==> src/common/opq_defines.svh <==
`ifndef OPQ_DEFINES_SVH
`define OPQ_DEFINES_SVH

// Width of the operand, the accumulator and the result
`define OPQ_DATA_W 8

// Occupancy at which the queue reports full
// The FIFO count is four bits wide, so a queue of 16 entries only ever holds 15
`define OPQ_FULL_LEVEL 4'd15

// Occupancy width, set by the 16-entry FIFO
`define OPQ_CNT_W 4

`endif

==> src/common/opq_pkg.sv <==
package opq_pkg;

	// ========================================================================
	// Opcodes
	// ========================================================================

	// Operations applied by the executor to its accumulator
	// The encoding fits the 3-bit opcode FIFO exactly, so every code is used
	typedef enum logic [2:0] {
		OP_NOP  = 3'd0,
		OP_LOAD = 3'd1,
		OP_ADD  = 3'd2,
		OP_SUB  = 3'd3,
		OP_AND  = 3'd4,
		OP_OR   = 3'd5,
		OP_XOR  = 3'd6,
		OP_NEG  = 3'd7
	} op_e;

	// ========================================================================
	// Executor states
	// ========================================================================

	// ST_WAIT gives the registered FIFO output one cycle to follow the read pointer
	typedef enum logic [1:0] {
		ST_IDLE = 2'd0,
		ST_WAIT = 2'd1,
		ST_EXEC = 2'd2
	} exec_state_e;

endpackage

==> src/exec/opq_exec.sv <==
`include "opq_defines.svh"

module opq_exec (
	input  logic                   rst,
	input  logic                   clk,
	input  logic                   push,
	input  logic [3:0]             occupancy,
	input  opq_pkg::op_e           op,
	input  logic [`OPQ_DATA_W-1:0] data,
	output logic                   pop,
	output logic                   res_valid,
	output logic [`OPQ_DATA_W-1:0] res_data,
	output opq_pkg::op_e           res_op
);

	import opq_pkg::*;

	// ========================================================================
	// ALU
	// ========================================================================

	// One operation on the accumulator
	// ADD, SUB and NEG wrap at the data width
	function automatic logic [`OPQ_DATA_W-1:0] alu(
		input op_e                    f_op,
		input logic [`OPQ_DATA_W-1:0] f_acc,
		input logic [`OPQ_DATA_W-1:0] f_data
	);
		logic [`OPQ_DATA_W-1:0] r;
		case (f_op)
			OP_LOAD: r = f_data;
			OP_ADD:  r = f_acc + f_data;
			OP_SUB:  r = f_acc - f_data;
			OP_AND:  r = f_acc & f_data;
			OP_OR:   r = f_acc | f_data;
			OP_XOR:  r = f_acc ^ f_data;
			// Two's complement of the accumulator, the operand is ignored
			OP_NEG:  r = ~f_acc + 1'b1;
			// NOP and anything else keep the accumulator
			default: r = f_acc;
		endcase
		return r;
	endfunction

	exec_state_e            state;
	exec_state_e            state_nxt;
	logic [`OPQ_DATA_W-1:0] acc;
	logic [`OPQ_DATA_W-1:0] acc_nxt;

	// New accumulator value for the entry at the head of the queue
	// Only meaningful in ST_EXEC, where the FIFO output has settled
	always_comb begin
		acc_nxt = alu(op, acc, data);
	end

	// ========================================================================
	// State machine
	// ========================================================================

	// Idle waits for work, wait covers the FIFO output register, exec retires one entry
	always_comb begin
		state_nxt = state;
		case (state)
			ST_IDLE: begin
				if (occupancy != 4'd0) begin
					state_nxt = ST_WAIT;
				end
			end
			// Exactly one cycle, the head entry is on dout after this
			ST_WAIT: state_nxt = ST_EXEC;
			ST_EXEC: begin
				// A push in this cycle holds off the pop, so the write is not lost
				if (!push) begin
					state_nxt = ST_IDLE;
				end
			end
			default: state_nxt = ST_IDLE;
		endcase
	end

	// The FIFO drops a read and a write in the same cycle, so pop yields to push
	assign pop = (state == ST_EXEC) && !push;

	// Control state and accumulator
	always_ff @(posedge clk) begin
		if (rst) begin
			state     <= ST_IDLE;
			acc       <= '0;
			res_valid <= 1'b0;
		end else begin
			state     <= state_nxt;
			res_valid <= pop;
			if (pop) begin
				acc <= acc_nxt;
			end
		end
	end

	// Result payload, captured on the same edge as the pop
	always_ff @(posedge clk) begin
		if (pop) begin
			res_data <= acc_nxt;
			res_op   <= op;
		end
	end

	// ========================================================================
	// Assertions
	// ========================================================================

	// A push is never cancelled by a pop in the same cycle
	// So every push adds exactly one entry to the queue
	a_push_not_dropped: assert property (
		@(posedge clk) disable iff (rst)
		push |=> (occupancy == $past(occupancy) + 4'd1)
	) else $error("push did not add an entry to the queue");

	// The executor only retires an entry that the FIFOs actually hold
	a_pop_not_empty: assert property (
		@(posedge clk) disable iff (rst)
		pop |-> (occupancy != 4'd0)
	) else $error("pop raised with an empty queue");

	// Upstream must respect the full level, or the count would wrap to empty
	a_push_not_full: assert property (
		@(posedge clk) disable iff (rst)
		push |-> (occupancy != `OPQ_FULL_LEVEL)
	) else $error("push arrived at the full level");

endmodule

==> src/hdl/opq_fifo.sv <==
module opq_fifo #(
	parameter int wid = 3
) (
	input  logic           rst,
	input  logic           clk,
	input  logic           wr,
	input  logic [wid-1:0] di,
	input  logic           rd,
	output logic [wid-1:0] dout,
	output logic [3:0]     cnt
);

	// ========================================================================
	// Storage and pointers
	// ========================================================================

	// Sixteen entries addressed by 4-bit pointers that wrap on their own
	logic [wid-1:0] mem [0:15];
	logic [3:0]     wr_ptr;
	logic [3:0]     rd_ptr;

	// Pointer and memory update
	// A write together with a read is ignored, and both pointers hold
	always_ff @(posedge clk) begin
		if (rst) begin
			wr_ptr <= 4'd0;
			rd_ptr <= 4'd0;
			for (int n = 0; n < 16; n++) begin
				mem[n] <= '0;
			end
		end else begin
			if (wr && !rd) begin
				// Lone write: store at the write pointer and step it
				mem[wr_ptr] <= di;
				wr_ptr      <= wr_ptr + 4'd1;
			end else if (rd && !wr) begin
				// Lone read: the entry is consumed by stepping the read pointer
				rd_ptr <= rd_ptr + 4'd1;
			end
		end
	end

	// ========================================================================
	// Output and count
	// ========================================================================

	// The output register follows the read pointer one edge behind it
	// A consumer must allow a cycle after a pop or a first write before using dout
	always_ff @(posedge clk) begin
		dout <= mem[rd_ptr];
	end

	// Distance from read to write pointer, modulo 16
	// Equal pointers mean empty, so at most 15 entries can be told apart
	always_comb begin
		cnt = wr_ptr - rd_ptr;
	end

endmodule

==> src/hdl/opq_top.sv <==
`include "opq_defines.svh"

module opq_top (
	input  logic                   rst,
	input  logic                   clk,
	input  logic                   push,
	input  opq_pkg::op_e           push_op,
	input  logic [`OPQ_DATA_W-1:0] push_data,
	output logic                   full,
	output logic                   res_valid,
	output logic [`OPQ_DATA_W-1:0] res_data,
	output opq_pkg::op_e           res_op
);

	import opq_pkg::*;

	// ========================================================================
	// Queue
	// ========================================================================

	logic                   pop;
	logic [3:0]             occupancy;
	logic [$bits(op_e)-1:0] op_raw;
	op_e                    op;
	logic [`OPQ_DATA_W-1:0] data;

	// Opcode half of the queue, its count stands for both halves
	opq_fifo #(
		.wid ($bits(op_e))
	) i_op_fifo (
		.rst  (rst),
		.clk  (clk),
		.wr   (push),
		.di   (push_op),
		.rd   (pop),
		.dout (op_raw),
		.cnt  (occupancy)
	);

	// Operand half of the queue
	// It sees the same wr and rd, so its count always equals the opcode count
	opq_fifo #(
		.wid (`OPQ_DATA_W)
	) i_data_fifo (
		.rst  (rst),
		.clk  (clk),
		.wr   (push),
		.di   (push_data),
		.rd   (pop),
		.dout (data),
		.cnt  ()
	);

	// The opcode FIFO stores plain bits, the executor takes the enum
	assign op = op_e'(op_raw);

	// Upstream stops pushing while this is high
	assign full = (occupancy == `OPQ_FULL_LEVEL);

	// ========================================================================
	// Executor
	// ========================================================================

	opq_exec i_exec (
		.rst       (rst),
		.clk       (clk),
		.push      (push),
		.occupancy (occupancy),
		.op        (op),
		.data      (data),
		.pop       (pop),
		.res_valid (res_valid),
		.res_data  (res_data),
		.res_op    (res_op)
	);

endmodule

==> config.mk <==
export PLATFORM = sky130hd
export DESIGN_NAME = opq_top
export DESIGN_NICKNAME = d
export VERILOG_FILES = /design/src/common/opq_pkg.sv /design/src/exec/opq_exec.sv /design/src/hdl/opq_fifo.sv /design/src/hdl/opq_top.sv
export VERILOG_INCLUDE_DIRS = /design/src /design/src/common
export SDC_FILE = /design/constraint.sdc
export NUM_CORES = 1
export LEC_CHECK = 0
export ABC_AREA = 1
export BUFFER_PORTS_ARGS = -buffer_cell sky130_fd_sc_hd__buf_2
export CAP_MARGIN = 10
export CORE_MARGIN = 5
export CORE_UTILIZATION = 30
export CTS_BUF_LIST = sky130_fd_sc_hd__clkbuf_8
export CTS_CLUSTER_SIZE = 20
export DETAILED_ROUTE_END_ITERATION = 12
export PLACE_DENSITY = 0.46
export SETUP_SLACK_MARGIN = 0.15
export SYNTH_ARGS = -nofsm -noshare
export SYNTH_HDL_FRONTEND = slang
export SYNTH_SLANG_ARGS = --single-unit
==> constraint.sdc <==
create_clock -name clk -period 6.47 [get_ports clk]
set_input_delay 1.6175 -clock clk [delete_from_list [all_inputs] [get_ports clk]]
set_output_delay 1.6175 -clock clk [all_outputs]
set_load 0.005 [all_outputs]
Word-level counts from Yosys, hierarchy flattened
Memory sizes are Yosys's and may differ from the RTL's. A register that Yosys moved wholly into a read port is not among the register bits.
Cells that the tools add are included.

operators by class
  add/sub/neg operators = 8
  equality and inequality tests = 12
  mux-type cells = 15
  bitwise logic cells = 5
  reduce and logical (&&, ||, !) cells = 11

operator list
  operator                                        number
  case mux 8 bit (7 select lines)                 1
  adder 4 x 1 -> 4 bit (second input constant)    4
  == test 3 bit (second input constant)           4
  adder 8 x 1 -> 8 bit (second input constant)    1
  adder 8 bit                                     1
  bitwise AND 8 bit                               1
  2-to-1 mux 4 bit                                2
  2-to-1 mux 8 bit                                1
  inverter 8 bit                                  1
  OR 8 bit                                        1
  OR reduction 8 bit                              1
  subtractor 8 bit                                1
  XOR 8 bit                                       1
  2-to-1 mux 1 bit                                7
  == test 3 x 2 -> 1 bit (second input constant)  2
  case mux 2 bit (3 select lines)                 1
  == test 4 bit (second input constant)           1
  2-to-1 mux 2 bit                                2
  AND reduction 2 bit                             2
  nonzero test 4 bit                              1
  subtractor 4 bit                                1
  == test 3 x 1 -> 1 bit (second input constant)  1
  logical AND 1 bit                               3
  2-to-1 mux 3 bit                                1
  8 further kinds                                 9

storage, ports and cells
  bits in registers = 38
  bits in writable memories = 176
  input bits = 14
  word-level logic and storage cells = 62
  memories kept = 2

memories
  memory           words  width  read ports  clocked after memory_dff  write ports  line            source
  i_data_fifo.mem  16     8      1           1                         16           opq_fifo.sv:18  logic [wid-1:0] mem [0:15];
  i_op_fifo.mem    16     3      1           1                         16           opq_fifo.sv:18

Depth between registers and ports, before layout
  depth after elaboration = 9
  gate-level depth with buffers = 20
  gate-level depth less buffers = 20

Hierarchy
A second synthesis with hierarchy kept.

second synthesis, totals
  cells, all modules = 1,433
  area, all modules = 12,004.0 sq um

by module, submodules not included
  module                  times used  cells each  area each (sq um)
  opq_fifo (i_data_fifo)  1           778         6,902.9
  opq_fifo (i_op_fifo)    1           360         3,085.5
  opq_exec                1           292         2,004.4
  opq_top                 1           3           11.3

Least setup slack after synthesis
No wires, ideal clock.

  path type = register to output
  start = reg i_op_fifo.rd_ptr[2]
  end = out full
  arrival = 1.589 ns
  data required time = 4.852 ns
  slack = 3.264 ns
  stages on the path, launching flop included = 9
  buffers on the path = 1
  cells stage by stage = dfxtp_1 inv_1 clkbuf_1 ha_1 nand2_1 o21ai_0 xor2_1 nand2_1 nor3_1

between the ends
  cells in the longest elaborated chain, start to end = 2

ends and longest elaborated chain
  what                            line            source
  start, declared                 opq_fifo.sv:20  logic [3:0] rd_ptr;
  start signal, assigned          opq_fifo.sv:38  rd_ptr <= rd_ptr + 4'd1;
  subtractor 4 bit                opq_fifo.sv:56  cnt = wr_ptr - rd_ptr;
  == test 4 bit (no source line)  n/a
  end, declared                   opq_top.sv:9    output logic full,

No other way between the ends.

Worst setup path in the final report
  start = reg i_op_fifo.rd_ptr[1]
  end = out full

The elaborated chain is that of the path after synthesis.

==> results.cfg <==
[outcome]
status = completed

[die]
num_rows = 70
core-area_um2 = 36300
die_y_um = 201
dieArea_um2 = 40300
pin_count = 27
start_util = 0.301
chipWidth_um = 201

[clock_tree]
cts_setup_buffers = 0
clockRootBuffer = clkbuf_8
clkLatencyLatePin_ps = 540
cts_tree = built
path_clk_slew_ps = 60
h-tree-depth = 2
ctsHoldBuffers = 0
cts_resized = 0
cts.sinks = 225
cts.path.max_buffers = 3
numCtsBuffers = 41

[sta]
hold_viol = 0
slew_violations = 0
maxSlewHeadroom = 0.327
rsz0062_at_grt = no
finalCritPeriodShare = 0.680
fin_crit_ps = 4400
skew_ps = 29.3
fin_ws_ps = 2070
tightestPinTransition_ps = 1010
fmax_mhz = 227
setup_violations = 0
setup_tns_ps = 0

[pwr]
power_leakage_uw = 0.00503
powerDensity_nw_per_um2 = 290
switching_share = 0.306
combPwrFrac = 0.172
seq_power_share = 0.483
p_clk_frac = 0.345
intPower_uw = 2460
ir_drop_v = 0.000112
power_switching_uw = 1090

[placed_design]
place_ws_ps = 2620
io_buffers = 26
dpl.hpwl_mm = 21.1
gp_congestion = 0.838

[setup_path]
crit_buf_inv = 2
criticalPathCategory = register to output port
path_cells = inv_1 -> ha_1 -> nand2_1 -> o21ai_0 -> xor2_1 -> nand2_1 -> nor3_1 -> buf_2
cp_max_fo = 16
max_stage_delay_ps = 620
slowest_stage = dfxtp_1
critPathLaunchType = register
path_common_cell = nand2_1
worst_ep_arrival_time_ps = 2780
required_ps = 4850
path_delay_family = flip-flops
worstSetupEndpointType = output port

[final_layout]
layout_common_cells = nor2_1 (308), edfxtp_1 (187), nand2_1 (144), o21ai_0 (117), inv_1 (104)
ff_latch_area_um2 = 6380
final_common_cell = nor2_1
drive_gt1_frac = 0.0788
fin_nets = 1240
syn_to_final_growth_pct = 11.8
nFillCells = 3756
multi_input_area_um2 = 4000
antenna_cells = 0

[detailed_routing]
ant_nets = 0
drt_wl_total_mm = 31.9
wl_per_cell_um = 18.9
vias = 8382
drtIter0Drc = 695
drcViolationCount = 0
viasPerCell = 4.97
drt_pass1_iterations = 5

[yosys]
ys_seq_elements = 225
ys_seq_area_frac = 0.583
synthTopCellsByArea = edfxtp_1 (51%), nor2_1 (11%), dfxtp_1 (7.0%)
synth_cells = 1163
synth_top_area_cell = edfxtp_1
syn_area_um2 = 10900
synth_ff_type = edfxtp_1
yosysWarnings = 0
syn-num-nets = 1217
syn_area_per_cell_um2 = 9.40
post-synth-top-area-fraction = 0.514
synth_cell_type_count = 35
synth-edff-count = 187
synthArstFlopShare = 0

[global_route]
grt_pass1_wl_mm = 50.1
grt_overflow = 0
antenna_found_initial = 1
grt_max_degree = 67
grt.total_usage = 0.156
grt_pass1_vias = 8511

[flow_run]
maxCapViolations = 0

[min_path]
hp-class = register to register
worst paths after layout:
| check | startpoint | endpoint | slack [ps] | depth (start not counted) |
|---|---|---|---|---|
| setup reg to reg | i_data_fifo.rd_ptr[0]$_SDFFE_PP0P_ | i_data_fifo.dout[5]$_DFF_P_ | 3530 | 7 |
| hold / removal | i_exec.state[0]$_SDFFE_PP0P_ | i_exec.state[1]$_SDFFE_PP0P_ | 500 | 2 |
| setup / recovery | i_op_fifo.rd_ptr[1]$_SDFFE_PP0P_ | full | 2070 | 8 |
| hold reg to reg | i_exec.state[0]$_SDFFE_PP0P_ | i_exec.state[1]$_SDFFE_PP0P_ | 500 | 2 |
tightest hold or removal path: cells and delay by family, from the launching register on:
kind	cells	cell delay, ps
flops	1	310
simple gates	1	70
compound gates	1	70
routing by layer:
layer  global-route usage  vias up  part of all wire
met2                0.254      208              0.47
met5                    0        -           0.00041
li1                     -     4036                 -
met1                0.218     4089              0.47
met3               0.0265       47             0.046
met4               0.0413        2             0.018
per-stage QoR:
step                instances  hold WS [ps]  cell area [µm²]  power, µW   util
finish                   1686           498            12200       3550  0.337
global route             1686           522            12200       3740  0.337
CTS                      1686           505            12200       3590  0.337
detailed placement       1611           492            11500       2350  0.317
global placement         1611           486            11500       2350  0.317
floorplan                1163           456            10900       2150      -
power groups by stage:
stage / sequential, µW / clock (µW) / combinational [µW]
after floorplan: 1720 / 0 / 425
after global placement: 1740 / 0 / 611
after detailed placement: 1740 / 0 / 609
after CTS: 1710 / 1270 / 612
after global routing: 1720 / 1330 / 690
final: 1710 / 1220 / 611
synth_stat cells, types with 3 or more instances:
library cell / count
nor2_1: 309
edfxtp_1: 187
nand2_1: 144
o21ai_0: 117
inv_1: 88
nand3_1: 47
clkbuf_1: 44
dfxtp_1: 38
ha_1: 38
o221ai_1: 36
a21oi_1: 31
o211ai_1: 10
nand4_1: 9
xor2_1: 9
buf_2: 8
nor3_1: 8
o22ai_1: 8
a31oi_1: 3
clkinv_1: 3
nor4_1: 3
or2_2: 3
cell type report:
cell class                      count  area share
Sequential cell                   225       0.522
Timing Repair Buffer               32      0.0143
Clock buffer                       44      0.0496
Inverter                           93      0.0286
Tap cell                          468      0.0479
Clock inverter                     31      0.0102
Multi-Input combinational cell    793       0.327
sequential cells by signal (all words and copies together) (netlist names), 2 cells and up:
signal,cells
i_exec.state,2
i_op_fifo.dout,3
i_data_fifo.wr_ptr,4
i_op_fifo.mem,48
i_exec.res_op,3
i_exec.acc,8
i_op_fifo.rd_ptr,4
i_data_fifo.dout,8
i_data_fifo.rd_ptr,4
i_data_fifo.mem,128
i_exec.res_data,8
i_op_fifo.wr_ptr,4
logic make-up after synthesis:
kind of cell / synth area share
buffers and inverters: 0.0507
XOR/XNOR: 0.00801
adder cells (fa/ha/maj): 0.0472
AND/OR/NAND/NOR: 0.197
AO/OA/AOI/OAI: 0.114
flip-flops: 0.583
(Power assumes the default switching activity.)
